[config.mk]
export PLATFORM = sky130hd
export DESIGN_NAME = text_fetch_flat
export DESIGN_NICKNAME = d
export VERILOG_FILES = /design/src/hw/chroni_pkg.sv /design/src/hw/chroni_ifs.sv /design/src/hw/text_fetch.sv /design/src/flat_wrapper.sv
export SDC_FILE = /design/constraint.sdc
export NUM_CORES = 1
export LEC_CHECK = 0
export BUFFER_PORTS_ARGS = -buffer_cell sky130_fd_sc_hd__buf_4
export CORE_UTILIZATION = 26
export DETAILED_ROUTE_END_ITERATION = 16
export PLACE_DENSITY = 0.38
export SLEW_MARGIN = 10
export SYNTH_ARGS = -nofsm -noshare
export SYNTH_HDL_FRONTEND = slang
export SYNTH_SLANG_ARGS = --single-unit
[constraint.sdc]
create_clock -name sys_clk -period 4.3 [get_ports sys_clk]
set_clock_uncertainty 0.05 [all_clocks]
set_input_delay 0.43 -clock sys_clk [delete_from_list [all_inputs] [get_ports sys_clk]]
set_output_delay 0.43 -clock sys_clk [all_outputs]
set_load 0.01 [all_outputs]
[src/hw/chroni_pkg.sv]
package chroni_pkg;

   localparam int TEXT_COLS   = 16;
   localparam int GLYPH_ROWS  = 8;
   localparam int LINE_PIXELS = 128;

   typedef logic [11:0]                      vram_addr_t;
   typedef logic [7:0]                       byte_t;
   typedef logic [$clog2(TEXT_COLS)-1:0]     col_t;
   typedef logic [$clog2(LINE_PIXELS)-1:0]   pix_idx_t;
   typedef logic [3:0]                       color_t;
   typedef logic [$clog2(GLYPH_ROWS)-1:0]    glyph_row_t;

   // cpu_addr[15:7] of the register window
   localparam logic [8:0] REG_BASE     = 9'h120;
   localparam logic [6:0] REG_DL_LO    = 7'h00;
   localparam logic [6:0] REG_DL_HI    = 7'h01;
   localparam logic [6:0] REG_CHARSET  = 7'h02;
   localparam logic [6:0] REG_VADDR_LO = 7'h06;
   localparam logic [6:0] REG_VADDR_HI = 7'h07;
   localparam logic [6:0] REG_VDATA    = 7'h09;

   localparam logic [3:0] DL_BLANK = 4'h0;
   localparam logic [3:0] DL_TEXT  = 4'h1;
   localparam logic [3:0] DL_END   = 4'hf;

   typedef enum logic [1:0] {DL_IDLE, DL_READ, DL_WAIT, DL_HALT} dl_state_t;

   typedef enum logic [2:0] {FT_IDLE, FT_CHAR, FT_ATTR, FT_FONT, FT_SEND, FT_DRAIN} fetch_state_t;

endpackage

[src/hw/chroni_ifs.sv]
`timescale 1ns/100ps

// line command from the display-list processor to the text fetcher
interface line_cmd_if;
   logic                   start;
   logic                   blank;
   chroni_pkg::vram_addr_t char_addr;
   chroni_pkg::vram_addr_t attr_addr;
   chroni_pkg::glyph_row_t glyph_row;
   chroni_pkg::byte_t      charset;
   logic                   busy;

   modport master (output start, blank, char_addr, attr_addr, glyph_row, charset,
                   input busy);
   modport slave  (input start, blank, char_addr, attr_addr, glyph_row, charset,
                   output busy);
endinterface

// one font byte plus its attribute, handed to the pixel expander
interface glyph_if;
   logic              valid;
   chroni_pkg::byte_t font;
   chroni_pkg::byte_t attr;
   chroni_pkg::col_t  col;
   logic              blank;
   logic              last;
   logic              busy;

   modport master (output valid, font, attr, col, blank, last, input busy);
   modport slave  (input valid, font, attr, col, blank, last, output busy);
endinterface

[src/hw/text_fetch.sv]
`timescale 1ns/100ps

module text_fetch (
   input  logic                   sys_clk,
   input  logic                   reset_n,
   input  logic                   frame_start,
   output chroni_pkg::vram_addr_t rd_addr,
   input  chroni_pkg::byte_t      rd_data,
   line_cmd_if.slave              cmd,
   glyph_if.master                glyph
);

   chroni_pkg::fetch_state_t state;
   chroni_pkg::vram_addr_t   addr;
   chroni_pkg::vram_addr_t   font_addr;
   chroni_pkg::col_t         col;
   logic                     phase;   // high on the cycle the read data is valid
   logic                     ready;
   chroni_pkg::byte_t        char_buf [chroni_pkg::TEXT_COLS];
   chroni_pkg::byte_t        attr_buf [chroni_pkg::TEXT_COLS];

   // valid is checked as well since busy rises a cycle after the pulse
   assign ready     = !glyph.valid && !glyph.busy;
   assign font_addr = {cmd.charset[1:0], char_buf[col][6:0], cmd.glyph_row};
   assign rd_addr   = (state == chroni_pkg::FT_FONT) ? font_addr : addr;
   assign cmd.busy  = (state != chroni_pkg::FT_IDLE);

   always_ff @(posedge sys_clk) begin
      glyph.valid <= 1'b0;
      if (!reset_n || frame_start) begin
         state <= chroni_pkg::FT_IDLE;
      end else begin
         case (state)
            chroni_pkg::FT_IDLE: begin
               if (cmd.start) begin
                  col   <= '0;
                  phase <= 1'b0;
                  addr  <= cmd.char_addr;
                  state <= cmd.blank ? chroni_pkg::FT_SEND : chroni_pkg::FT_CHAR;
               end
            end
            chroni_pkg::FT_CHAR: begin
               phase <= !phase;
               if (phase) begin
                  char_buf[col] <= rd_data;
                  addr          <= addr + 1'b1;
                  col           <= col + 1'b1;
                  if (col == chroni_pkg::col_t'(chroni_pkg::TEXT_COLS - 1)) begin
                     addr  <= cmd.attr_addr;
                     state <= chroni_pkg::FT_ATTR;
                  end
               end
            end
            chroni_pkg::FT_ATTR: begin
               phase <= !phase;
               if (phase) begin
                  attr_buf[col] <= rd_data;
                  addr          <= addr + 1'b1;
                  col           <= col + 1'b1;   // wraps back to column 0
                  if (col == chroni_pkg::col_t'(chroni_pkg::TEXT_COLS - 1))
                     state <= chroni_pkg::FT_FONT;
               end
            end
            chroni_pkg::FT_FONT: begin
               phase <= !phase;
               if (phase) begin
                  glyph.font <= rd_data;
                  state      <= chroni_pkg::FT_SEND;
               end
            end
            chroni_pkg::FT_SEND: begin
               if (ready) begin
                  glyph.valid <= 1'b1;
                  glyph.attr  <= attr_buf[col];
                  glyph.col   <= col;
                  glyph.blank <= cmd.blank;
                  glyph.last  <= (col == chroni_pkg::col_t'(chroni_pkg::TEXT_COLS - 1));
                  col         <= col + 1'b1;
                  if (col == chroni_pkg::col_t'(chroni_pkg::TEXT_COLS - 1))
                     state <= chroni_pkg::FT_DRAIN;
                  else if (!cmd.blank)
                     state <= chroni_pkg::FT_FONT;
               end
            end
            chroni_pkg::FT_DRAIN: if (ready) state <= chroni_pkg::FT_IDLE;   // last glyph out
            default: state <= chroni_pkg::FT_IDLE;
         endcase
      end
   end

endmodule

[src/flat_wrapper.sv]
// flat-port wrapper written by rule: the top's interface ports become plain ports
module text_fetch_flat 
  (sys_clk, reset_n, frame_start, rd_addr, rd_data, cmd_start, cmd_blank, cmd_char_addr, cmd_attr_addr, cmd_glyph_row, cmd_charset, cmd_busy, glyph_valid, glyph_font, glyph_attr, glyph_col, glyph_blank, glyph_last, glyph_busy);
  line_cmd_if cmd_i ();
  glyph_if glyph_i ();
  input  logic sys_clk;
  input  logic reset_n;
  input  logic frame_start;
  output chroni_pkg::vram_addr_t rd_addr;
  input  chroni_pkg::byte_t rd_data;
  input wire logic [$bits(cmd_i.start)-1:0] cmd_start;
  input wire logic [$bits(cmd_i.blank)-1:0] cmd_blank;
  input wire logic [$bits(cmd_i.char_addr)-1:0] cmd_char_addr;
  input wire logic [$bits(cmd_i.attr_addr)-1:0] cmd_attr_addr;
  input wire logic [$bits(cmd_i.glyph_row)-1:0] cmd_glyph_row;
  input wire logic [$bits(cmd_i.charset)-1:0] cmd_charset;
  output wire logic [$bits(cmd_i.busy)-1:0] cmd_busy;
  output wire logic [$bits(glyph_i.valid)-1:0] glyph_valid;
  output wire logic [$bits(glyph_i.font)-1:0] glyph_font;
  output wire logic [$bits(glyph_i.attr)-1:0] glyph_attr;
  output wire logic [$bits(glyph_i.col)-1:0] glyph_col;
  output wire logic [$bits(glyph_i.blank)-1:0] glyph_blank;
  output wire logic [$bits(glyph_i.last)-1:0] glyph_last;
  input wire logic [$bits(glyph_i.busy)-1:0] glyph_busy;
  assign cmd_i.start = cmd_start;
  assign cmd_i.blank = cmd_blank;
  assign cmd_i.char_addr = cmd_char_addr;
  assign cmd_i.attr_addr = cmd_attr_addr;
  assign cmd_i.glyph_row = cmd_glyph_row;
  assign cmd_i.charset = cmd_charset;
  assign cmd_busy = cmd_i.busy;
  assign glyph_valid = glyph_i.valid;
  assign glyph_font = glyph_i.font;
  assign glyph_attr = glyph_i.attr;
  assign glyph_col = glyph_i.col;
  assign glyph_blank = glyph_i.blank;
  assign glyph_last = glyph_i.last;
  assign glyph_i.busy = glyph_busy;
  text_fetch u_core (.sys_clk(sys_clk), .reset_n(reset_n), .frame_start(frame_start), .rd_addr(rd_addr), .rd_data(rd_data), .cmd(cmd_i), .glyph(glyph_i));
endmodule
# Word-level counts from Yosys, hierarchy flattened
# Memories as Yosys holds them, arrays and structs flattened. A register that Yosys moved wholly into a read port is not among the register bits.
# Index checks and enable logic that the tools add are counted.
# totals
register_bits,35
ramBits,256
inputBits,49
out_inout_bits,36
word_cells,84
memories,2
# op_classes
add_sub_neg,2
eq_ne,16
n_mux,33
bitwise_logic,2
reduce_logical,20
# memory_table
memory,words,width,rd,rd_ports_with_merged_regs,wr,line,text
u_core.attr_buf,16,8,1,1,1,text_fetch.sv:20,chroni_pkg::byte_t attr_buf [chroni_pkg::TEXT_COLS];
u_core.char_buf,16,8,1,1,1,text_fetch.sv:19,chroni_pkg::byte_t char_buf [chroni_pkg::TEXT_COLS];
# ops
operator,n
2-to-1 mux 12 bit,5
one-hot mux 12 bit (3 select lines),1
2-to-1 mux 3 bit,11
one-hot mux 3 bit (6 select lines),1
2-to-1 mux 4 bit,4
!= test 2 x 1 -> 1 bit (second input constant),8
adder 12 x 1 -> 12 bit (second input constant),1
one-hot mux 4 bit (3 select lines),1
AND reduction 5 bit,2
2-to-1 mux 1 bit,9
AND reduction 3 bit,3
AND reduction 9 bit,1
nonzero test 3 bit,3
equality test 3 x 2 -> 1 bit (second input constant),2
equality test 3 bit (second input constant),2
adder 4 x 1 -> 4 bit (second input constant),1
equality test 4 bit (second input constant),1
zero test 1 bit,4
OR reduction 2 bit,2
equality test 3 x 1 -> 1 bit (second input constant),1
zero test 3 bit,1
!= test 3 x 2 -> 1 bit (second input constant),1
OR reduction 3 bit,1
!= test 2 bit (second input constant),1
other kinds (5),6

# Depth between registers and ports, before layout
# depth
ltp_word,5
mapped_depth,6
ltp_nobuf,6

# Least setup slack after synthesis
# OpenSTA, ideal clock, no wires.
# synth_path
path_kind,reg-to-output
start,reg (tool-made name)
end,out rd_addr[3]
arrival_ns,1.663
required_ns,3.820
slack_ns,2.157
path_stages_with_launch,6
path_buffers,1
path_cell_list,dfxtp_1 > buf_2 > mux4_2 > mux2_2 > a22oi_1 > o21ai_0
# synth_rtl
item,line,text
"end, declared",flat_wrapper.sv:9,output chroni_pkg::vram_addr_t rd_addr;

==> reports/metrics.json <==
{
  "outcome": "finished clean",
  "synth_enable_flop_cells": 279,
  "grt_util_met2_pct": 21.0,
  "met1_usage_pct": 16.9,
  "drcViolationCount": 0,
  "filler_cell_count": 4303,
  "synthMostInstantiatedCell": "sky130_fd_sc_hd__edfxtp_1",
  "worstHoldPathType": "input port to flip-flop",
  "critPathSlowestCell": "sky130_fd_sc_hd__dfxtp_1",
  "drtPass1Iterations": 4,
  "initial_core_util_pct": 26.4,
  "global_route.usage.met3_pct": 3.28,
  "grt_setup_unrepaired": "false",
  "sw_frac_of_total_pct": 21.2,
  "clk_path_buf_depth": 3,
  "dp_hpwl_mm": 18.4,
  "comb_power_share_pct": 4.5,
  "grt.total_usage_pct": 12.9,
  "floorplan.rows": 77,
  "synthTopCellsByArea": "sky130_fd_sc_hd__edfxtp_1, sky130_fd_sc_hd__mux4_2, sky130_fd_sc_hd__mux4_1",
  "timing.critical_path.slowest_cell_delay_ns": 1.00,
  "cts-root-buf": "sky130_fd_sc_hd__clkbuf_16",
  "cts_hold_repair.buffers": 0,
  "design.core.area_sq_um": 44400,
  "netlist_instances": 609,
  "cts_max_level": 2,
  "worst_setup_hold_path_clk_slew_ns": 0.06,
  "timing.final.hold_violations": 0,
  "fraction_of_final_layout_cells_with_drive_strength_greater_than_1_pct": 26.7,
  "placed_cells": 1257,
  "wire_length_of_the_first_global_routing_pass_mm": 43.2,
  "wl_per_cell_um": 22.0,
  "grt_remaining_overflow": 0,
  "pin_count_of_the_biggest_net_entering_global_routing": 38,
  "synth_largest_type_area_fraction_pct": 71.4,
  "die_width_um": 214,
  "cts_tree": "yes",
  "ys_types": 52,
  "sequentialPowerShare_pct": 51.5,
  "layout.nets": 755,
  "layout-area-overhead-vs-synth_pct": 19.1,
  "post_synthesis_net_count": 663,
  "number_of_buffers_added_by_the_clock_tree_synthesis_step": 34,
  "synth_area_sq_um": 11700,
  "yosys_register_bits": 287,
  "antenna_found_initial": 0,
  "finalSetupViolations": 0,
  "final-instance-count-excl-fill": 1314,
  "fin_worst_hold_slack_ns": 0.0541,
  "syn_avg_cell_area_sq_um": 19.3,
  "synthArstFlopShare_pct": 0,
  "required_time_reported_for_the_critical_path_endpoint_ns": 3.82,
  "max-cap-violations": 0,
  "drt-total-wl_mm": 28.9,
  "grt_pass1_vias": 6483,
  "synthFlopType": "sky130_fd_sc_hd__edfxtp_1",
  "synth_top_cell_by_area": "sky130_fd_sc_hd__edfxtp_1",
  "dieArea_sq_um": 46000,
  "post-route-worst-setup-slack_ns": 0.840,
  "maxSlewHeadroom_pct": 30.5,
  "cp_cell_sequence": "mux4_2, mux2_2, a22oi_1, o21ai_0, buf_4",
  "vdd_drop_max_uv": 202,
  "total_count_of_max_transition_violations_in_the_final_report": 0,
  "end_kind": "output port",
  "least_margin_pin_slew_ns": 1.04,
  "worst_setup_path_start_kind": "flip-flop",
  "insertedDiodeCount": 0,
  "crit_family": "flip-flops",
  "finalWorstPathRequiredPeriod_ns": 3.46,
  "critPathBufInv": 1,
  "cts.repair_timing.setup_buffer_count": 0,
  "fmaxAchievable_mhz": 289,
  "total_of_cells_resized_after_clock_tree_synthesis": 0,
  "synth_warnings": 0,
  "globalplace.congestion": 0.757,
  "drt_iter0_drc": 441,
  "internal_power_mw": 4.76,
  "cp.arrival_ns": 2.98,
  "port_buffers": 78,
  "design_power_total_mw": 6.05,
  "numClockSinks": 287,
  "pre_cts_slack_ns": 1.34,
  "globalRoute.busiestLayer": "met2",
  "final.period_utilization_pct": 80.5,
  "yosysSeqAreaShare_pct": 72.7,
  "multi_input_gate_area_in_the_final_layout_sq_um": 2990,
  "route.detailed.vias_per_inst": 4.55,
  "insertion_delay_ns": 0.54,
  "cellPowerDensity_nw_per_um2": 432,
  "postRouteAntennaNets": 0,
  "power_leakage_nw": 4.51,
  "critPathMaxFanout": 19,
  "dr_total_vias": 5976,
  "path_class": "flip-flop to output port",
  "most_frequent_cells_after_synthesis": "sky130_fd_sc_hd__edfxtp_1, sky130_fd_sc_hd__nor2_1, sky130_fd_sc_hd__mux4_2, sky130_fd_sc_hd__mux4_1, sky130_fd_sc_hd__o21ai_0",
  "finalSetupTns_ns": 0,
  "power.switching_mw": 1.28,
  "clkPwrFrac_pct": 43.9,
  "seq_area_sq_um": 8540,
  "die_height_um": 214,
  "io_pins": 85
}
## cells in the final DEF (no fill, tap or decap), drive strengths merged, types with 3 or more instances in the layout
master / netlist / final
nor2b: 10 / 10
xnor2: 8 / 8
or2: 4 / 4
edfxtp: 279 / 279
mux4: 67 / 67
xor2: 3 / 3
clkinv: 0 / 13
nand2: 18 / 18
and3: 5 / 5
mux2: 15 / 15
ha: 5 / 5
or3b: 4 / 4
o32ai: 3 / 3
nor3: 5 / 5
nand2b: 7 / 7
o21ai: 23 / 23
inv: 9 / 11
nor4: 3 / 3
mux2i: 5 / 5
buf: 19 / 87
a21oi: 9 / 9
a22oi: 17 / 17
clkbuf: 12 / 41
nand3: 7 / 7
dfxtp: 8 / 8
nor2: 42 / 42
## cell families after synthesis
group | share of synthesized area [%]
xor gates and xnor gates | 0.821
buffers and inverters | 1.81
and+or+nand+nor | 4.85
adders and majority gates | 0.533
DFF | 72.7
AOI/OAI and AO/OA | 3.67
muxes | 15.6
## per-layer routing
layer | vias up | share of wire, %
li1 | 2685 | -
met4 | 0 | 1.9
met3 | 39 | 4.4
met1 | 3113 | 45
met5 | - | 0
met2 | 139 | 48
## flip-flops by register name (all words and copies together), names as in the netlist, named ones only
signal              flops
u_core.addr            12
u_core.attr_buf       128
u_core.char_buf       112
u_core.col              4
u_core.glyph.attr       8
u_core.glyph.blank      1
u_core.glyph.col        4
u_core.glyph.font       8
u_core.glyph.last       1
u_core.glyph.valid      1
u_core.phase            1
u_core.state            3
## worst paths after layout
| path | cells past startpoint | endpoint | startpoint | slack, ns |
|---|---|---|---|---|
| max | 5 | rd_addr[5] | flip-flop | 0.84 |
| min | 1 | u_core.glyph.blank | cmd_blank | 0.05 |
| max reg2reg | 5 | u_core.addr[8] | u_core.col[0] | 1.37 |
| min reg2reg | 0 | u_core.glyph.col[2] | u_core.col[2] | 0.55 |
## through the flow
| step | area, sq um | util, % |
|---|---|---|
| finish | 14000 | 31.5 |
| global route | 14000 | 31.5 |
| CTS | 14000 | 31.5 |
| detailed placement | 13000 | 29.2 |
| global placement | 13000 | 29.2 |
| floorplan | 11700 | - |
## power groups by stage
stage	sequential [mW]	combinational (mW)	clock (mW)
final	3.12	0.274	2.66
after CTS	3.12	0.282	2.76
after global routing	3.12	0.300	2.85
after detailed placement	3.17	0.281	0
after floorplan	3.15	0.169	0
after global placement	3.17	0.275	0
## cell type report
class                      instances  share of cell area, %
timing repair buffer              87                   4.76
inverter                           9                  0.242
tap                              592                   5.30
sequential                       287                   61.1
clock inverter                    16                  0.832
clock buffer                      41                   6.43
multi-input combinational        282                   21.4
Power figures use the tool's default switching activity.
