## src/hw/chroni_pkg.sv

```systemverilog
package chroni_pkg;

   localparam int TEXT_COLS   = 16;
   localparam int GLYPH_ROWS  = 8;
   localparam int LINE_PIXELS = 128;

   typedef logic [11:0]                      vram_addr_t;
   typedef logic [7:0]                       byte_t;
   typedef logic [$clog2(TEXT_COLS)-1:0]     col_t;
   typedef logic [$clog2(LINE_PIXELS)-1:0]   pix_idx_t;
   typedef logic [3:0]                       color_t;
   typedef logic [$clog2(GLYPH_ROWS)-1:0]    glyph_row_t;

   // cpu_addr[15:7] of the register window
   localparam logic [8:0] REG_BASE     = 9'h120;
   localparam logic [6:0] REG_DL_LO    = 7'h00;
   localparam logic [6:0] REG_DL_HI    = 7'h01;
   localparam logic [6:0] REG_CHARSET  = 7'h02;
   localparam logic [6:0] REG_VADDR_LO = 7'h06;
   localparam logic [6:0] REG_VADDR_HI = 7'h07;
   localparam logic [6:0] REG_VDATA    = 7'h09;

   localparam logic [3:0] DL_BLANK = 4'h0;
   localparam logic [3:0] DL_TEXT  = 4'h1;
   localparam logic [3:0] DL_END   = 4'hf;

   typedef enum logic [1:0] {DL_IDLE, DL_READ, DL_WAIT, DL_HALT} dl_state_t;

   typedef enum logic [2:0] {FT_IDLE, FT_CHAR, FT_ATTR, FT_FONT, FT_SEND, FT_DRAIN} fetch_state_t;

endpackage

```

## src/hw/chroni_ifs.sv

```systemverilog


// one font byte plus its attribute, handed to the pixel expander
interface glyph_if;
   logic              valid;
   chroni_pkg::byte_t font;
   chroni_pkg::byte_t attr;
   chroni_pkg::col_t  col;
   logic              blank;
   logic              last;
   logic              busy;

   modport master (output valid, font, attr, col, blank, last, input busy);
   modport slave  (input valid, font, attr, col, blank, last, output busy);
endinterface

```

## src/hw/pixel_emit.sv

```systemverilog
`timescale 1ns/100ps

module pixel_emit (
   input  logic                 sys_clk,
   input  logic                 reset_n,
   input  logic                 frame_start,
   glyph_if.slave               glyph,
   output logic                 pix_valid,
   output chroni_pkg::pix_idx_t pix_index,
   output chroni_pkg::color_t   pix_color,
   output logic                 line_done
);

   chroni_pkg::byte_t shift_q;
   chroni_pkg::byte_t attr_q;
   chroni_pkg::col_t  col_q;
   logic              blank_q;
   logic              last_q;
   logic [3:0]        bits_left;
   logic [2:0]        bit_pos;
   logic              done_pend;
   logic              load;

   assign glyph.busy = (bits_left != 4'd0);
   assign load       = glyph.valid && (bits_left == 4'd0);
   assign bit_pos    = 3'(4'd8 - bits_left);

   always_ff @(posedge sys_clk) begin
      if (!reset_n || frame_start) begin
         bits_left <= '0;
         pix_valid <= 1'b0;
         done_pend <= 1'b0;
         line_done <= 1'b0;
      end else begin
         pix_valid <= (bits_left != 4'd0);
         done_pend <= last_q && (bits_left == 4'd1);   // pixel 127 goes out now
         line_done <= done_pend;
         if (load)
            bits_left <= 4'd8;
         else if (bits_left != 4'd0)
            bits_left <= bits_left - 1'b1;
      end
   end

   always_ff @(posedge sys_clk) begin
      if (load) begin
         shift_q <= glyph.font;
         attr_q  <= glyph.attr;
         col_q   <= glyph.col;
         blank_q <= glyph.blank;
         last_q  <= glyph.last;
      end else if (bits_left != 4'd0) begin
         shift_q   <= shift_q << 1;   // msb is the leftmost pixel
         pix_index <= {col_q, bit_pos};
         // fg in the low nibble, bg in the high nibble
         pix_color <= blank_q ? '0 : (shift_q[7] ? attr_q[3:0] : attr_q[7:4]);
      end
   end

endmodule

```

## src/flat_wrapper.sv

```systemverilog
// flat-port wrapper written by rule: the top's interface ports become plain ports
module pixel_emit_flat 
  (sys_clk, reset_n, frame_start, pix_valid, pix_index, pix_color, line_done, glyph_valid, glyph_font, glyph_attr, glyph_col, glyph_blank, glyph_last, glyph_busy);
  glyph_if glyph_i ();
  input  logic sys_clk;
  input  logic reset_n;
  input  logic frame_start;
  output logic pix_valid;
  output chroni_pkg::pix_idx_t pix_index;
  output chroni_pkg::color_t pix_color;
  output logic line_done;
  input wire logic [$bits(glyph_i.valid)-1:0] glyph_valid;
  input wire logic [$bits(glyph_i.font)-1:0] glyph_font;
  input wire logic [$bits(glyph_i.attr)-1:0] glyph_attr;
  input wire logic [$bits(glyph_i.col)-1:0] glyph_col;
  input wire logic [$bits(glyph_i.blank)-1:0] glyph_blank;
  input wire logic [$bits(glyph_i.last)-1:0] glyph_last;
  output wire logic [$bits(glyph_i.busy)-1:0] glyph_busy;
  assign glyph_i.valid = glyph_valid;
  assign glyph_i.font = glyph_font;
  assign glyph_i.attr = glyph_attr;
  assign glyph_i.col = glyph_col;
  assign glyph_i.blank = glyph_blank;
  assign glyph_i.last = glyph_last;
  assign glyph_busy = glyph_i.busy;
  pixel_emit u_core (.sys_clk(sys_clk), .reset_n(reset_n), .frame_start(frame_start), .glyph(glyph_i), .pix_valid(pix_valid), .pix_index(pix_index), .pix_color(pix_color), .line_done(line_done));
endmodule
```

## config.mk

```make
export PLATFORM = sky130hd
export DESIGN_NAME = pixel_emit_flat
export DESIGN_NICKNAME = d
export VERILOG_FILES = /design/src/hw/chroni_pkg.sv /design/src/hw/chroni_ifs.sv /design/src/hw/pixel_emit.sv /design/src/flat_wrapper.sv
export SDC_FILE = /design/constraint.sdc
export NUM_CORES = 1
export LEC_CHECK = 0
export ABC_AREA = 1
export BUFFER_PORTS_ARGS = -buffer_cell sky130_fd_sc_hd__buf_2
export CAP_MARGIN = 20
export CORE_ASPECT_RATIO = 1.75
export CORE_MARGIN = 1.5
export CORE_UTILIZATION = 42
export DETAILED_ROUTE_END_ITERATION = 6
export PLACE_DENSITY_LB_ADDON = 0.3
export SYNTH_ARGS = -nofsm -noshare
export SYNTH_HDL_FRONTEND = slang
export SYNTH_SLANG_ARGS = --single-unit
```

## constraint.sdc

```tcl
create_clock -name sys_clk -period 3.86 [get_ports sys_clk]
set_input_delay 0.579 -clock sys_clk [delete_from_list [all_inputs] [get_ports sys_clk]]
set_output_delay 0.579 -clock sys_clk [all_outputs]
set_load 0.05 [all_outputs]
```

Word-level counts from Yosys, hierarchy flattened
Index checks and enable logic that the tools add are counted.
{ "totals": {"regBits": 40, "input_bits": 26} }
{ "op_classes": {"reduce_logical": 9, "n_bitwise": 1, "addsub": 2, "eq_ne": 1, "muxes": 5} }
{ "op_table": {"columns": ["operator", "n"], "rows": [
  ["2-to-1 mux 8 bit", 2],
  ["2-to-1 mux 4 bit", 3],
  ["equality test 4 x 1 -> 1 bit, second input constant", 1],
  ["zero test 4 bit", 1],
  ["nonzero test 4 bit", 1],
  ["subtractor 4 x 1 -> 4 bit, second input constant", 1],
  ["subtractor 1 x 3 -> 3 bit, first input constant", 1],
  ["logical AND 1 bit", 2],
  ["AND reduction 2 bit", 1],
  ["nonzero test 2 bit", 1],
  ["OR reduction 2 bit", 1],
  ["zero test 1 bit", 1],
  ["logical OR 1 bit", 1],
  ["NOT 1 bit", 1]
]} }

Longest topological paths before layout
Gate-level depths: netlist of the first run.
{ "logic_depth": {"ltp_word": 4, "mapped_depth": 7} }

Worst setup path before layout of the first run
OpenSTA, ideal clock, no wires.
{ "synth_path": {"path_kind": "register to output", "from": "register u_core.bits_left[0]", "to": "output port glyph_busy", "path_slack_ns": 2.107, "stages_incl_launch_ff": 5, "path_buffers": 1, "required_ns": 3.281, "t_arrival_ns": 1.174, "path_cell_list": "dfxtp_1 -> inv_1 -> ha_1 -> buf_2 -> nand2_1"} }
{ "synth_via": {"elab_chain_len": 1} }
{ "synth_lines": {"columns": ["item", "line_no", "text"], "rows": [
  ["start: declaration", "pixel_emit.sv:19", "logic [3:0] bits_left;"],
  ["start signal: assignment", "pixel_emit.sv:41", "bits_left <= bits_left - 1'b1;"],
  ["nonzero test 4 bit", "pixel_emit.sv:24", "assign glyph.busy = (bits_left != 4'd0);"],
  ["end: declaration", "flat_wrapper.sv:18", "output wire logic [$bits(glyph_i.busy)-1:0] glyph_busy;"]
]} }
No other way between the ends.

Final worst setup path of the first run
Same ends and word-level chain as after synthesis.

==> results of run 1 <==
-- cells by family (layout without fill, tap and decap cells) --
group,Yosys count,count (layout),synth area share [%]
compound gates,7,7,2.543
buf+inv,12,58,3.220
fa+ha+maj,2,2,1.695
xor+xnor,1,1,0.5933
flops,40,40,76.61
simple gates,53,53,15.34
-- sequential cells by signal, indices dropped and copies added (netlist names) --
register          cells
u_core.pix_valid      1
u_core.attr_q         8
u_core.blank_q        1
u_core.line_done      1
u_core.pix_color      4
u_core.last_q         1
u_core.done_pend      1
u_core.col_q          4
u_core.pix_index      7
u_core.shift_q        8
u_core.bits_left      4
-- Yosys cell counts --
cell type,n,share of area [%]
a21oi_1,6,2.0
nand2_1,39,9.9
inv_1,10,2.5
nor2_4,1,0.76
nor3_1,1,0.34
nor2_1,7,1.8
buf_2,1,0.34
clkinv_2,1,0.34
dfxtp_1,7,9.5
nand3_4,1,1.2
ha_1,2,1.7
nand3_1,4,1.4
o21bai_1,1,0.51
xnor2_1,1,0.59
edfxtp_1,33,67
-- per-layer routing --
metal,vias to the layer above,global-route usage [%],wire length [µm],share of wire (%)
li1,471,-,-,-
met1,391,13.53,887,40
met2,32,20.93,1096,50
met3,9,5.275,125,5.7
met4,0,11.62,90,4.1
met5,-,0,0,0
-- worst max-delay path by stage --
stage | cells after the start | slack [ns] | from | end
5_1_grt | 4 | 1.59 | u_core.bits_left[0]$_SDFFE_PP0P_ | glyph_busy
6_report | 4 | 1.70 | u_core.bits_left[0]$_SDFFE_PP0P_ | glyph_busy
2_1_floorplan | 4 | 2.11 | u_core.bits_left[0]$_SDFFE_PP0P_ | glyph_busy
4_1_cts | 4 | 1.69 | u_core.bits_left[0]$_SDFFE_PP0P_ | glyph_busy
3_5_place_dp | 4 | 2.01 | u_core.bits_left[0]$_SDFFE_PP0P_ | glyph_busy
3_3_place_gp | 4 | 2.09 | u_core.bits_left[0]$_SDFFE_PP0P_ | glyph_busy
-- cell usage in the layout, fill, tap and decap left out --
| cell type | synthesis | layout |
|---|---|---|
| nor3_1 | 1 | 1 |
| buf_2 | 1 | 39 |
| edfxtp_1 | 33 | 33 |
| a21oi_1 | 6 | 6 |
| clkinvlp_4 | 0 | 2 |
| nor2_1 | 7 | 7 |
| inv_1 | 10 | 10 |
| clkinv_1 | 0 | 1 |
| ha_1 | 2 | 2 |
| clkinv_2 | 1 | 1 |
| nand2_1 | 39 | 39 |
| xnor2_1 | 1 | 1 |
| clkbuf_8 | 0 | 5 |
| nand3_1 | 4 | 4 |
| nand3_4 | 1 | 1 |
| nor2_4 | 1 | 1 |
| o21bai_1 | 1 | 1 |
| dfxtp_1 | 7 | 7 |
-- critical path: stages (launching register included) --
cell and delay (ns):
dfxtp_1 0.41, inv_1 0.11, ha_1 0.33, nand2_1 0.17
buf_2 0.28
-- report_power, final --
group	internal, mW	switching (mW)	total [mW]	leakage (nW)
Clock	0.125	0.139	0.264	0.0378
Sequential	0.539	0.0184	0.558	0.378
Combinational	0.0464	0.140	0.187	0.367
Total	0.710	0.298	1.01	0.784
-- final cells by class --
cell class              instances  area, µm²
fillers                       312       1553
flip-flops and latches         40       1131
multi-input cells              63      297.8
repair buffers                 39      195.2
clock buffers                   5      68.82
well taps                      45      56.30
inverters                      11      42.54
clock inverters                 3      18.77
-- stage by stage --
step                      setup slack [ns]  cell area (µm²)
final                                1.700             1810
after global routing                 1.586             1810
after CTS                            1.688             1810
after detailed placement             2.008             1723
after global placement               2.095             1723
after floorplan                      2.107             1476
==> impl_metrics.env, run 1 <==
export IMPL_drc=0
export IMPL_tns_ns=0
export IMPL_core_rowCount=28
export IMPL_worstHoldStart="u_core.done_pend$_SDFF_PP0_"
export IMPL_seq_area_frac_synth_pct=76.61
export IMPL_routed_via_count=903
export IMPL_dieArea_um2=3894
export IMPL_path_class="reg -> out"
export IMPL_rsz0062_at_grt="false"
export IMPL_clk_transition_reported_paths_ns=0.08
export IMPL_detail_route_wl_per_cell_um=10.67
export IMPL_port_buffers=39
export IMPL_power_leakage_nw=0.7836
export IMPL_hold_path_end="u_core.line_done$_SDFF_PP0_"
export IMPL_grt_pass1_wl_mm=3.594
export IMPL_globalRoute_totalOverflow=0
export IMPL_crit_reg2reg_launch="u_core.bits_left[0]$_SDFFE_PP0P_"
export IMPL_cp_max_fo=8
export IMPL_cts_made_buffers=5
export IMPL_clock_tree_buffer_depth=2
export IMPL_fin_crit_ns=2.160
export IMPL_hold_path_class="reg -> reg"
export IMPL_detail_route_antenna_nets=0
export IMPL_gp_congestion=0.7594
export IMPL_clock_sinks=40
export IMPL_required_ns=3.28
export IMPL_max_slew_margin_pct=70.59
export IMPL_slew_viol_final=0
export IMPL_hold_ws_ns=0.4125
export IMPL_final_layout_size_suffix_gt1_share_pct=30.43
export IMPL_nets=188
export IMPL_final_util_pct=53.83
export IMPL_hold_viol=0
export IMPL_power_mw=1.009
export IMPL_synthDistinctLibCells=15
export IMPL_grt_pass1_vias=874
export IMPL_start_util_pct=43.90
export IMPL_clockRootBuffer="clkbuf_8"
export IMPL_cts_hold_buffers=0
export IMPL_ios=40
export IMPL_ys_warn_count=0
export IMPL_reg2reg_depth=6
export IMPL_fin_worst_skew_ns=0.007032
export IMPL_status="finished clean"
export IMPL_max_vdd_ir_drop_v=0.0003369
export IMPL_die_x_um=47.82
export IMPL_p_per_area_nw_per_um2=557.0
export IMPL_antenna_found_initial=0
export IMPL_synth_cells=115
export IMPL_dp_hpwl_mm=1.626
export IMPL_r2r_slack_ns=2.08
export IMPL_diodes=0
export IMPL_cts_setup_buffers=0
export IMPL_drt_iter0_drc=29
export IMPL_grt_start_max_net_pins=22
export IMPL_synth_seq_cells=40
export IMPL_vias_per_cell=4.383
export IMPL_fmax_ghz=0.4629
export IMPL_dpl_cell_count=198
export IMPL_first_pass_iters=3
export IMPL_syn_nets=143
export IMPL_drt_wl_total_mm=2.199
export IMPL_cts_tree="yes"
export IMPL_die_h_um=81.43
export IMPL_max_cap_viol_count=0
export IMPL_tightest_slew_ns=0.4399
export IMPL_setup_viol=0
export IMPL_startpoint_type="flop"
export IMPL_worstReg2RegEnd="u_core.shift_q[7]$_DFFE_PP_"
export IMPL_area_growth_pct=22.63
export IMPL_core_area_um2=3363
export IMPL_clk_latency_ns=0.29
export IMPL_hold_depth=2
export IMPL_end_kind="primary output"
export IMPL_cts_max_level=2
export IMPL_cts_resized=0
export IMPL_finalNonFillerCells=206
export IMPL_gr_usage_all_layers_pct=13.65
export IMPL_crit_arrival_ns=1.58
export IMPL_fin_crit_sh_pct=55.96
export IMPL_synth_area_um2=1476
export IMPL_avgSynthCellArea_um2=12.84
(Power assumes the default switching activity.)
==> run 2: changes to the inputs <==
Clock period 3.86 ns to 2.18 ns, I/O delays scaled along.
==> run 2 against run 1 <==
  * Cell count is the same
  * Via count grew 2.5%
  * Clock skew shrank 0.0032 ns
  * Global-route usage grew 0.65 points
  * Core utilization grew 0.60 points
  * Worst setup slack lost 1.4 ns
==> impl_metrics.env, run 2 (synthesized netlist as in run 1, its figures left out) <==
export IMPL_cp_max_fo=8
export IMPL_port_buffers=39
export IMPL_die_x_um=47.82
export IMPL_required_ns=1.85
export IMPL_slowest_stage="dfxtp_1"
export IMPL_dp_hpwl_mm=1.694
export IMPL_globalRoute_totalOverflow=0
export IMPL_tns_ns=0
export IMPL_routed_via_count=926
export IMPL_crit_chain="inv_1, ha_1, nand2_1, buf_2"
export IMPL_cts_made_buffers=5
export IMPL_fmax_ghz=0.5279
export IMPL_drt_iter0_drc=21
export IMPL_rsz0062_at_grt="false"
export IMPL_tightest_slew_ns=0.4466
export IMPL_setup_viol=0
export IMPL_nets=188
export IMPL_grt_start_max_net_pins=22
export IMPL_clock_tree_buffer_depth=2
export IMPL_detail_route_antenna_nets=0
export IMPL_reg2reg_depth=6
export IMPL_power_leakage_nw=0.8010
export IMPL_final_cell_mix="39 x nand2_1, 39 x buf_2, 33 x edfxtp_1, 10 x inv_1"
export IMPL_antenna_found_initial=0
export IMPL_cts_hold_buffers=0
export IMPL_fin_crit_sh_pct=86.89
export IMPL_cts_resized=0
export IMPL_nFillCells=316
export IMPL_clk_latency_ns=0.29
export IMPL_hold_depth=1
export IMPL_power_mw=1.899
export IMPL_ios=40
export IMPL_clock_sinks=40
export IMPL_path_class="reg -> out"
export IMPL_detail_route_wl_per_cell_um=11.00
export IMPL_slew_viol_final=0
export IMPL_gp_congestion=0.7960
export IMPL_core_rowCount=28
export IMPL_die_h_um=81.43
export IMPL_max_stage_delay_ns=0.40
export IMPL_end_kind="primary output"
export IMPL_clockRootBuffer="clkbuf_8"
export IMPL_grt_pass1_wl_mm=3.801
export IMPL_final_layout_size_suffix_gt1_share_pct=30.43
export IMPL_max_cap_viol_count=0
export IMPL_max_vdd_ir_drop_v=0.0005944
export IMPL_hold_path_class="in -> reg"
export IMPL_first_pass_iters=6
export IMPL_hold_viol=0
export IMPL_grt_pass1_vias=865
export IMPL_dieArea_um2=3894
export IMPL_p_per_area_nw_per_um2=1038
export IMPL_startpoint_type="flop"
export IMPL_drt_wl_total_mm=2.267
export IMPL_crit_arrival_ns=1.57
export IMPL_reg_top3="u_core.attr_q (8), u_core.shift_q (8), u_core.pix_index (7)"
export IMPL_fin_crit_ns=1.894
export IMPL_area_growth_pct=23.98
export IMPL_core_area_um2=3363
export IMPL_cts_max_level=2
export IMPL_status="finished clean"
export IMPL_cts_tree="yes"
export IMPL_diodes=0
export IMPL_max_slew_margin_pct=70.14
export IMPL_cts_setup_buffers=0
export IMPL_gr_usage_all_layers_pct=14.30
export IMPL_clk_transition_reported_paths_ns=0.07
export IMPL_start_util_pct=43.90
export IMPL_vias_per_cell=4.495
export IMPL_fin_worst_skew_ns=0.003844
export IMPL_drc=0
-- run 2: path summary, 6_finish.rpt --
path / from / to / slack (ns)
max reg2reg: u_core.bits_left[0]$_SDFFE_PP0P_ / u_core.shift_q[2]$_DFFE_PP_ / 0.43
max: u_core.bits_left[0]$_SDFFE_PP0P_ / glyph_busy / 0.29
min reg2reg: u_core.done_pend$_SDFF_PP0_ / u_core.line_done$_SDFF_PP0_ / 0.41
min: glyph_attr[7] / u_core.attr_q[7]$_DFFE_PN_ / 0.21
-- run 2: per-stage QoR --
step                worst slack (ns)  util [%]  instance area (µm²)  hold slack [ns]  cells
global placement              0.5481     51.23                 1723           0.3978    198
finish                        0.2859     54.43                 1831           0.2080    206
detailed placement            0.4308     51.23                 1723           0.4056    198
floorplan                     0.6506         -                 1476           0.3936    115
CTS                           0.2839     54.43                 1831           0.2009    206
global route                  0.1995     54.43                 1831           0.1961    206
-- run 2: report_power, final --
part / switching (mW) / internal (mW) / total (mW) / leakage, nW
registers: 0.0327 / 0.955 / 0.988 / 0.378
logic: 0.252 / 0.0822 / 0.334 / 0.367
clock network: 0.238 / 0.339 / 0.577 / 0.0552
total: 0.522 / 1.38 / 1.90 / 0.801
-- run 2: final cells by class --
| class | count | area [µm²] | area share (%) |
|---|---|---|---|
| clock buffers | 6 | 72.57 | 3.964 |
| clock inverters | 2 | 35.03 | 1.914 |
| inverters | 11 | 42.54 | 2.324 |
| multi-input cells | 63 | 297.8 | 16.27 |
| flip-flops and latches | 40 | 1131 | 61.79 |
| well taps | 45 | 56.30 | 3.076 |
| repair buffers | 39 | 195.2 | 10.66 |
-- run 2: routing by layer --
| metal | GRT usage, % | wire [µm] | up-vias |
|---|---|---|---|
| met4 | 8.108 | 63 | 0 |
| met2 | 21.60 | 1149 | 32 |
| li1 | - | - | 472 |
| met1 | 16.79 | 900 | 416 |
| met5 | 0 | 0 | - |
| met3 | 5.495 | 153 | 6 |
-- run 2: critical path: cells and delay by family (launching register included) --
family,cells,cell delay (ns)
flip-flops,1,0.40
buffers and inverters,2,0.38
AND/OR/NAND/NOR,1,0.17
adder cells (fa/ha/maj),1,0.33
