==> src/hw/chroni_pkg.sv <==
package chroni_pkg;

   localparam int TEXT_COLS   = 16;
   localparam int GLYPH_ROWS  = 8;
   localparam int LINE_PIXELS = 128;

   typedef logic [11:0]                      vram_addr_t;
   typedef logic [7:0]                       byte_t;
   typedef logic [$clog2(TEXT_COLS)-1:0]     col_t;
   typedef logic [$clog2(LINE_PIXELS)-1:0]   pix_idx_t;
   typedef logic [3:0]                       color_t;
   typedef logic [$clog2(GLYPH_ROWS)-1:0]    glyph_row_t;

   // cpu_addr[15:7] of the register window
   localparam logic [8:0] REG_BASE     = 9'h120;
   localparam logic [6:0] REG_DL_LO    = 7'h00;
   localparam logic [6:0] REG_DL_HI    = 7'h01;
   localparam logic [6:0] REG_CHARSET  = 7'h02;
   localparam logic [6:0] REG_VADDR_LO = 7'h06;
   localparam logic [6:0] REG_VADDR_HI = 7'h07;
   localparam logic [6:0] REG_VDATA    = 7'h09;

   localparam logic [3:0] DL_BLANK = 4'h0;
   localparam logic [3:0] DL_TEXT  = 4'h1;
   localparam logic [3:0] DL_END   = 4'hf;

   typedef enum logic [1:0] {DL_IDLE, DL_READ, DL_WAIT, DL_HALT} dl_state_t;

   typedef enum logic [2:0] {FT_IDLE, FT_CHAR, FT_ATTR, FT_FONT, FT_SEND, FT_DRAIN} fetch_state_t;

endpackage

==> src/hw/chroni_ifs.sv <==
`timescale 1ns/100ps

// line command from the display-list processor to the text fetcher
interface line_cmd_if;
   logic                   start;
   logic                   blank;
   chroni_pkg::vram_addr_t char_addr;
   chroni_pkg::vram_addr_t attr_addr;
   chroni_pkg::glyph_row_t glyph_row;
   chroni_pkg::byte_t      charset;
   logic                   busy;

   modport master (output start, blank, char_addr, attr_addr, glyph_row, charset,
                   input busy);
   modport slave  (input start, blank, char_addr, attr_addr, glyph_row, charset,
                   output busy);
endinterface


==> src/hw/dl_decode.sv <==
`timescale 1ns/100ps

module dl_decode (
   input  logic                   sys_clk,
   input  logic                   reset_n,
   input  logic                   frame_start,
   input  logic                   line_start,
   input  chroni_pkg::vram_addr_t dl_base,
   input  chroni_pkg::byte_t      charset,
   output chroni_pkg::vram_addr_t rd_addr,
   input  chroni_pkg::byte_t      rd_data,
   line_cmd_if.master             cmd
);

   chroni_pkg::dl_state_t  state;
   chroni_pkg::vram_addr_t ptr;
   logic [2:0]             byte_idx;
   logic [3:0]             mode;
   chroni_pkg::byte_t      lines_left;   // scanlines still to issue for this entry
   logic                   entry_done;

   assign rd_addr = ptr;

   // blank entries end after the count byte, text entries after six bytes
   assign entry_done = (byte_idx == 3'd5) ||
                       (byte_idx == 3'd1 && mode == chroni_pkg::DL_BLANK);

   always_ff @(posedge sys_clk) begin
      cmd.start <= 1'b0;
      if (!reset_n || frame_start) begin
         state      <= chroni_pkg::DL_IDLE;
         ptr        <= dl_base;
         lines_left <= '0;
      end else begin
         case (state)
            chroni_pkg::DL_IDLE: begin
               if (line_start && !cmd.busy) begin
                  if (lines_left == '0) begin
                     state    <= chroni_pkg::DL_READ;
                     byte_idx <= '0;
                  end else begin
                     // same entry again, no display-list read
                     lines_left    <= lines_left - 1'b1;
                     cmd.glyph_row <= cmd.glyph_row + 1'b1;
                     if (cmd.glyph_row ==
                         chroni_pkg::glyph_row_t'(chroni_pkg::GLYPH_ROWS - 1)) begin
                        cmd.char_addr <= cmd.char_addr +
                                         chroni_pkg::vram_addr_t'(chroni_pkg::TEXT_COLS);
                        cmd.attr_addr <= cmd.attr_addr +
                                         chroni_pkg::vram_addr_t'(chroni_pkg::TEXT_COLS);
                     end
                     cmd.charset <= charset;
                     cmd.start   <= 1'b1;
                  end
               end
            end
            chroni_pkg::DL_READ: state <= chroni_pkg::DL_WAIT;   // vram latches ptr
            chroni_pkg::DL_WAIT: begin
               ptr      <= ptr + 1'b1;
               byte_idx <= byte_idx + 1'b1;
               state    <= chroni_pkg::DL_READ;
               case (byte_idx)
                  3'd0: begin
                     mode <= rd_data[3:0];
                     if (rd_data[3:0] == chroni_pkg::DL_END)
                        state <= chroni_pkg::DL_HALT;
                  end
                  3'd1: lines_left <= rd_data - 1'b1;
                  3'd2: cmd.char_addr[7:0]  <= rd_data;
                  3'd3: cmd.char_addr[11:8] <= rd_data[3:0];
                  3'd4: cmd.attr_addr[7:0]  <= rd_data;
                  default: cmd.attr_addr[11:8] <= rd_data[3:0];
               endcase
               if (entry_done) begin
                  state         <= chroni_pkg::DL_IDLE;
                  cmd.blank     <= (mode != chroni_pkg::DL_TEXT);
                  cmd.glyph_row <= '0;
                  cmd.charset   <= charset;
                  cmd.start     <= 1'b1;
               end
            end
            default: ;   // halted until frame_start
         endcase
      end
   end

endmodule

==> src/flat_wrapper.sv <==
// flat-port wrapper written by rule: the top's interface ports become plain ports
module dl_decode_flat 
  (sys_clk, reset_n, frame_start, line_start, dl_base, charset, rd_addr, rd_data, cmd_start, cmd_blank, cmd_char_addr, cmd_attr_addr, cmd_glyph_row, cmd_charset, cmd_busy);
  line_cmd_if cmd_i ();
  input  logic sys_clk;
  input  logic reset_n;
  input  logic frame_start;
  input  logic line_start;
  input  chroni_pkg::vram_addr_t dl_base;
  input  chroni_pkg::byte_t charset;
  output chroni_pkg::vram_addr_t rd_addr;
  input  chroni_pkg::byte_t rd_data;
  output wire logic [$bits(cmd_i.start)-1:0] cmd_start;
  output wire logic [$bits(cmd_i.blank)-1:0] cmd_blank;
  output wire logic [$bits(cmd_i.char_addr)-1:0] cmd_char_addr;
  output wire logic [$bits(cmd_i.attr_addr)-1:0] cmd_attr_addr;
  output wire logic [$bits(cmd_i.glyph_row)-1:0] cmd_glyph_row;
  output wire logic [$bits(cmd_i.charset)-1:0] cmd_charset;
  input wire logic [$bits(cmd_i.busy)-1:0] cmd_busy;
  assign cmd_start = cmd_i.start;
  assign cmd_blank = cmd_i.blank;
  assign cmd_char_addr = cmd_i.char_addr;
  assign cmd_attr_addr = cmd_i.attr_addr;
  assign cmd_glyph_row = cmd_i.glyph_row;
  assign cmd_charset = cmd_i.charset;
  assign cmd_i.busy = cmd_busy;
  dl_decode u_core (.sys_clk(sys_clk), .reset_n(reset_n), .frame_start(frame_start), .line_start(line_start), .dl_base(dl_base), .charset(charset), .rd_addr(rd_addr), .rd_data(rd_data), .cmd(cmd_i));
endmodule
==> config.mk <==
export PLATFORM = sky130hd
export DESIGN_NAME = dl_decode_flat
export DESIGN_NICKNAME = d
export VERILOG_FILES = /design/src/hw/chroni_pkg.sv /design/src/hw/chroni_ifs.sv /design/src/hw/dl_decode.sv /design/src/flat_wrapper.sv
export SDC_FILE = /design/constraint.sdc
export NUM_CORES = 1
export LEC_CHECK = 0
export ABC_AREA = 0
export BUFFER_PORTS_ARGS = -buffer_cell sky130_fd_sc_hd__buf_2
export CAP_MARGIN = 10
export CORE_MARGIN = 2
export CORE_UTILIZATION = 45
export CTS_CLUSTER_SIZE = 24
export DETAILED_ROUTE_END_ITERATION = 12
export PLACE_DENSITY = 0.8
export SYNTH_ARGS = -nofsm -noshare
export SYNTH_HDL_FRONTEND = slang
export SYNTH_SLANG_ARGS = --single-unit
==> constraint.sdc <==
create_clock -name sys_clk -period 3.86 [get_ports sys_clk]
set_clock_uncertainty 0.15 [all_clocks]
set_input_delay 0.386 -clock sys_clk [delete_from_list [all_inputs] [get_ports sys_clk]]
set_output_delay 0.386 -clock sys_clk [all_outputs]
set_load 0.005 [all_outputs]
=== Yosys cells after proc, flatten, opt, wreduce, memory -nomap -nowiden ===
Index checks and enable logic that the tools add are counted.
W data, S select, Z words.

* Bits in read-only memories: 0
* Register bits after elaboration: 66
* RAM bits: 0
* Memories kept: 0
* Logic and storage cells: 104
* Latch bits: 0

* Divide/modulo/power cells: 0
* Add/subtract/negate cells: 7
* Muxes and demuxes: 39
* $lt $le $gt $ge: 0
* Multiply operators: 0
* Shift-type cells: 0
* Equality and inequality tests: 20
* Reduce and logical (&&, ||, !) cells: 24
* Bitwise gates (word level): 1

{| class="wikitable"
|+ Operator list
! operator !! count
|-
| $mux W12 || 8
|-
| $mux W8 || 8
|-
| $pmux W12 S2 || 2
|-
| $pmux W8 S2 || 2
|-
| $add A12 B5 Y12 const B || 2
|-
| $reduce_and A6 Y1 || 4
|-
| $sub A8 B1 Y8 const B || 2
|-
| $mux W3 || 5
|-
| $add A12 B1 Y12 const B || 1
|-
| $pmux W3 S2 || 2
|-
| $mux W2 || 5
|-
| $ne A2 B1 Y1 const B || 5
|-
| $ne A2 B2 Y1 const B || 5
|-
| $eq A3 B3 Y1 const B || 3
|-
| $reduce_and A3 Y1 || 3
|-
| $logic_not A8 Y1 || 1
|-
| $mux W4 || 2
|-
| $reduce_and A4 Y1 || 2
|-
| $add A3 B1 Y3 const B || 2
|-
| $eq A3 B2 Y1 const B || 2
|-
| $pmux W2 S3 || 1
|-
| $reduce_and A5 Y1 || 1
|-
| $reduce_or A5 Y1 || 1
|-
| $eq A4 B4 Y1 const B || 1
|-
| 15 further kinds || 21
|}

=== Logic depth before layout (Yosys ltp) ===
* Word-level depth: 5
* Depth in mapped cells: 13
* Mapped depth without buffers: 11

=== Worst setup path after synthesis ===
Ideal clock, no wire load.

* Path type: register to register
* Start: register u_core.state[0]
* End: register u_core.lines_left[6]
* Data arrival time: 2.483 ns
* Library setup time: 0.117 ns
* Period minus slack after synthesis: 2.751 ns
* Slack: 1.109 ns
* Data required time: 3.593 ns
* Stages on the path, launching flop included: 12
* Path through: dfxtp_1 inv_1 ha_1 clkbuf_1 clkinv_1 clkbuf_1 a21oi_1 ha_1 nor3b_1 nor3b_1 o21ai_0 a32o_1

* Word-level cells in the longest chain between the ends: 3
* Elaborated cells on any way between the ends: 8

{| class="wikitable"
|+ Ends and longest elaborated chain
! what !! RTL line !! source
|-
| from (decl) || dl_decode.sv:15 || <nowiki>chroni_pkg::dl_state_t state;</nowiki>
|-
| from (signal assigned) || dl_decode.sv:31 || <nowiki>state <= chroni_pkg::DL_IDLE;</nowiki>
|-
| from (signal assigned) || dl_decode.sv:39 || <nowiki>state <= chroni_pkg::DL_READ;</nowiki>
|-
| from (signal assigned) || dl_decode.sv:57 || <nowiki>chroni_pkg::DL_READ: state <= chroni_pkg::DL_WAIT;</nowiki>
|-
| $eq A2 B2 Y1 / $logic_not A2 Y1 (equally long branches) || dl_decode.sv:35 || <nowiki>case (state)</nowiki>
|-
| $ne A2 B1 Y1 (no line) (tied with other cells) || n/a ||
|-
| $reduce_and A4 Y1 (no line) || n/a ||
|-
| to (signal assigned) || dl_decode.sv:43 || <nowiki>lines_left <= lines_left - 1'b1;</nowiki>
|-
| to (signal assigned) || dl_decode.sv:68 || <nowiki>3'd1: lines_left <= rd_data - 1'b1;</nowiki>
|-
| to (decl) || dl_decode.sv:19 || <nowiki>chroni_pkg::byte_t lines_left;</nowiki>
|}

Parallel ways exist; a longest one is shown, timed or not.
A chain may end at the register's enable or synchronous reset.

=== Worst setup path after layout ===
Ends and elaborated chain as after synthesis.

==> results by stage <==
Run status:
- The flow ran to the end, and the final reports show no timing, DRC or antenna violations.

Clocking:
- Buffers inserted to repair hold after CTS numbered 0.
- The count of cells resized by post-cts repair is 0.
- Clock latency on the worst-skew pair, taken at its later pin, is about 0.34 ns.
- The number of sinks driven by the clock tree is 66.
- The maximum count of clock buffers along a single path is 2.
- The H-tree was split into 3 levels.
- The clock input transition at the sequential cells of the worst setup and hold paths is about 0.07 ns.
- The buffer count from post-CTS setup fixing is 0.
- TritonCTS built the clock tree.
- The buffer cell driving the clock tree root is sky130_fd_sc_hd__clkbuf_8.
- The number of buffers inserted during clock tree synthesis is 9.

STA:
- The final hold violation count is 0.
- Setup violations remaining at the end of the flow were counted as 0.
- The relative slew slack is 27.2%.
- Derived from the worst setup path, the maximum achievable clock frequency is 348 MHz.
- The final period utilization is around three quarters.
- Setup repair after global routing left no endpoint under its margin.
- The max-slew violation count is 0.
- The final critical-path required period is between 2 and 3 ns.
- The actual transition at the worst max-transition pin is roughly 1.1 ns.
- For the final routed database, the setup TNS stands at 0 ns.

Final layout:
- The count of nets after finishing is ~460.
- The area growth from synthesis to layout is 20.7%.
- Of the cells placed in the final design, the portion with a size suffix greater than 1 is around a quarter.
- After the flow finishes, the layout carries non-filler instances totaling ~520.
- The total inserted antenna cells is 0.

Floorplan:
- The area of the die is between 0.008 and 0.009 mm^2.
- The number of top-level design ports is slightly above 80.
- The die is 91.5 um tall.
- Measured along the x axis, the die boundary spans roughly 92 um.
- For this configuration, the core starts out at a cell density of between 40% and 50%.
- The region available for standard cell placement spans around 0.0073 mm^2.
- The initialized floorplan defines 31 standard-cell rows.

Worst setup path:
- In this run the register-to-register setup slack is between 0.9 and 1 ns.
- For this run, the slowest stage of the critical path takes between 0.3 and 0.4 ns.
- The signal on the critical path passes through inv_1 > ha_1 > buf_4 > nand2_1 > inv_1 > a21oi_1 > ha_1 > nor3b_1 > nor3b_1 > o21ai_0 > a32o_1.
- The worst path arrival time is approximately 3.0 ns.
- The slowest stage of the critical path belongs to the cell sky130_fd_sc_hd__dfxtp_1.
- Of all nets on the critical path, the largest fanout is 11.
- At the worst endpoint, the required time is just under 4 ns.
- The element type at the critical path start is a register.
- The critical path is of the register to register type.
- The worst setup path is captured at a register.

Detailed routing:
- In the final routed layout, each cell accounts on average for 15.5 um.
- The total iterations of the first detailed-routing run is 5.
- The sum of routed wire length over all layers is ~8000 um.
- Across all layers, the routed design uses 2895 vias.
- In this run, the number of DRC markers left after iteration 0 of detailed routing was approximately 260.
- The number of routed nets with antenna violations is 0.
- The count of unresolved DRC violations after routing is 0.
- The via count normalized by instance count is roughly 5.6.

Synth:
- The number of different library cells used by synthesis comes to 44.
- The complex-gate fraction of the synthesized area is between 10% and 20%.
- The proportion of register bits with asynchronous set or reset after synthesis is 0%.
- After Yosys synthesis, full adders, half adders and majority gates account for 5.45% of the synthesized area.
- The simple-gate share of the synthesized area is 17.4%.
- The number of enable-type register cells in the synthesized netlist is 55.
- The largest family of logic cells by synthesized area is simple AND/OR/NAND/NOR gates.
- During synthesis, Yosys emitted a total of 0 warnings.
- The synthesized design contains between 60 and 70 register bits.
- Synthesis produced a netlist with a net count of approximately 380.
- The post-synthesis average cell area is ~11 um^2.
- The sequential-to-total area share from yosys stat is between 50% and 60%.
- Summing the areas of all xor and xnor instances in the mapped netlist gives ~6.1% of the synthesized area.
- In the synthesized netlist the dominant register cell turns out to be sky130_fd_sc_hd__edfxtp_1.
- The mux share of post-synthesis cell area is 0%.
- In the synthesized netlist, the number of instances is between 300 and 400.
- The netlist area before placement is 0.00345 mm^2.

Place:
- The count of port buffers added during placement is slightly above 80.
- The final RePlAce weighted congestion is around 0.93.
- The number of cells after detailed placement is approximately 500.
- The total half-perimeter wirelength after legalization and detailed placement is between 5000 and 6000 um.

Global route:
- The maximum number of pins on one net before global-route repair is 33.
- The remaining global-route overflow is 0.
- For this run, the total global-route usage over all layers was measured as 19.9%.
- The via count of the first global-routing pass is around 2700.
- The number of antenna violations at the first check in global routing is 0.
- The first-pass GRT wire length is about 13000 um.

Job:
- The tool flagged a number of max-cap violations equal to 0.

Power and ir drop:
- The leakage power summed over all cells is 1.63 nW.
- The power density of the placed cells is 364 mW/mm^2.
- The highest ir drop seen on vdd is between 0.2 and 0.25 mV.

Hold path:
- The tightest min-delay check is of the input port to register type.
[cells in the mapped netlist, types with 2 or more instances]
master / number / area share (%)
sky130_fd_sc_hd__a21oi_1: 24 / 3.5
sky130_fd_sc_hd__a221oi_1: 2 / 0.51
sky130_fd_sc_hd__a31oi_1: 4 / 0.73
sky130_fd_sc_hd__and2_1: 4 / 0.73
sky130_fd_sc_hd__and3_1: 9 / 1.6
sky130_fd_sc_hd__clkbuf_1: 8 / 0.87
sky130_fd_sc_hd__dfxtp_1: 11 / 6.4
sky130_fd_sc_hd__edfxtp_1: 55 / 48
sky130_fd_sc_hd__ha_1: 15 / 5.4
sky130_fd_sc_hd__inv_1: 14 / 1.5
sky130_fd_sc_hd__nand2_1: 35 / 3.8
sky130_fd_sc_hd__nand2b_1: 4 / 0.73
sky130_fd_sc_hd__nand3_1: 16 / 2.3
sky130_fd_sc_hd__nor2_1: 20 / 2.2
sky130_fd_sc_hd__nor2b_1: 6 / 1.1
sky130_fd_sc_hd__nor3_1: 5 / 0.73
sky130_fd_sc_hd__nor3b_1: 6 / 1.3
sky130_fd_sc_hd__nor4_1: 2 / 0.36
sky130_fd_sc_hd__o211ai_1: 4 / 0.87
sky130_fd_sc_hd__o21ai_0: 30 / 4.4
sky130_fd_sc_hd__o21ai_1: 2 / 0.29
sky130_fd_sc_hd__o22ai_1: 2 / 0.36
sky130_fd_sc_hd__o32ai_1: 2 / 0.51
sky130_fd_sc_hd__or3_1: 5 / 0.91
sky130_fd_sc_hd__or4_4: 2 / 0.65
sky130_fd_sc_hd__xnor2_1: 10 / 2.5
sky130_fd_sc_hd__xor2_1: 14 / 3.6
[worst max-delay path, delay by kind of cell (launching register included)]
family	cells	cell delay, ns
DFF	1	0.38
adders and majority gates	2	0.59
AOI/OAI and AO/OA	3	0.51
buffers and inverters	3	0.40
and+or+nand+nor	3	0.77
[through the flow]
stage	power [mW]	hold WS [ns]	worst slack, ns	util, %	area (um^2)
floorplan	0.907	0.320	1.11	-	3450
global placement	0.961	0.366	1.18	54.2	3970
detailed placement	0.964	0.378	1.01	54.2	3970
CTS	1.52	0.0530	1.01	56.7	4160
global route	1.57	0.0502	0.801	56.7	4160
finish	1.51	0.0671	0.983	56.7	4160
[layout by cell type (no fill, tap or decap), types with 2 or more instances in the layout]
| cell type | netlist | routed |
|---|---|---|
| sky130_fd_sc_hd__and2_1 | 4 | 4 |
| sky130_fd_sc_hd__a31oi_1 | 4 | 4 |
| sky130_fd_sc_hd__a21oi_1 | 24 | 24 |
| sky130_fd_sc_hd__nor3b_1 | 6 | 6 |
| sky130_fd_sc_hd__clkinv_1 | 1 | 2 |
| sky130_fd_sc_hd__xor2_1 | 14 | 14 |
| sky130_fd_sc_hd__inv_1 | 14 | 14 |
| sky130_fd_sc_hd__o21ai_0 | 30 | 30 |
| sky130_fd_sc_hd__o21ai_1 | 2 | 2 |
| sky130_fd_sc_hd__nand2b_1 | 4 | 4 |
| sky130_fd_sc_hd__dfxtp_1 | 11 | 11 |
| sky130_fd_sc_hd__clkinv_2 | 0 | 3 |
| sky130_fd_sc_hd__nor2b_1 | 6 | 6 |
| sky130_fd_sc_hd__nor3_1 | 5 | 5 |
| sky130_fd_sc_hd__ha_1 | 15 | 15 |
| sky130_fd_sc_hd__or3_1 | 5 | 5 |
| sky130_fd_sc_hd__nand3_1 | 16 | 16 |
| sky130_fd_sc_hd__and3_1 | 9 | 9 |
| sky130_fd_sc_hd__nor4_1 | 2 | 2 |
| sky130_fd_sc_hd__buf_4 | 0 | 5 |
| sky130_fd_sc_hd__edfxtp_1 | 55 | 55 |
| sky130_fd_sc_hd__nor2_1 | 20 | 20 |
| sky130_fd_sc_hd__o22ai_1 | 2 | 2 |
| sky130_fd_sc_hd__nand2_1 | 35 | 35 |
| sky130_fd_sc_hd__clkbuf_8 | 0 | 9 |
| sky130_fd_sc_hd__xnor2_1 | 10 | 10 |
| sky130_fd_sc_hd__a221oi_1 | 2 | 2 |
| sky130_fd_sc_hd__o32ai_1 | 2 | 2 |
| sky130_fd_sc_hd__buf_2 | 1 | 81 |
| sky130_fd_sc_hd__o211ai_1 | 4 | 4 |
| sky130_fd_sc_hd__or4_4 | 2 | 2 |
[routing by layer]
layer / GRT usage (%) / vias up / share of wire, %
li1: - / 1377 / -
met1: 26.3 / 1358 / 43
met2: 31.1 / 145 / 47
met3: 5.81 / 15 / 8.6
met4: 7.20 / 0 / 1.8
met5: 0 / - / 0
[worst paths after layout]
kind                                      from                                 to  cells past startpoint
max               u_core.state[0]$_SDFFE_PP0P_  u_core.lines_left[6]$_SDFFE_PP0P_                     11
min                                 charset[3]    u_core.cmd.charset[3]$_DFFE_PP_                      1
min reg2reg  u_core.lines_left[5]$_SDFFE_PP0P_  u_core.lines_left[5]$_SDFFE_PP0P_                      2
max reg2reg       u_core.state[0]$_SDFFE_PP0P_  u_core.lines_left[6]$_SDFFE_PP0P_                     11
[area by class of cell]
cell class	instances	area (um^2)
Clock inverter	6	57.6
Multi-Input combinational cell	237	1480
Tap cell	99	124
Clock buffer	10	128
Sequential cell	66	1870
Fill cell	636	3170
Timing Repair Buffer	86	443
Inverter	15	56.3
[flip-flops by register name, indices dropped and copies added, names as in the netlist]
| signal | cells |
|---|---|
| u_core.cmd.attr_addr | 12 |
| u_core.cmd.char_addr | 12 |
| u_core.rd_addr | 12 |
| u_core.cmd.charset | 8 |
| u_core.lines_left | 8 |
| u_core.mode | 4 |
| u_core.byte_idx | 3 |
| u_core.cmd.glyph_row | 3 |
| u_core.state | 2 |
| u_core.cmd.blank | 1 |
| u_core.cmd.start | 1 |
[cell families (layout without fill, tap and decap cells)]
family | count (synthesis) | after routing
buffers and inverters | 25 | 117
AO/OA/AOI/OAI | 80 | 80
adder cells (fa/ha/maj) | 15 | 15
XOR/XNOR | 24 | 24
AND/OR/NAND/NOR | 118 | 118
flip-flops | 66 | 66
[where the power goes]
group          switching [mW]  leakage (nW)  internal, mW
logic                  0.0782         0.945        0.0652
clock network           0.269        0.0974         0.294
registers              0.0194         0.589         0.788
No activity file was read; power rests on OpenSTA's default activity.
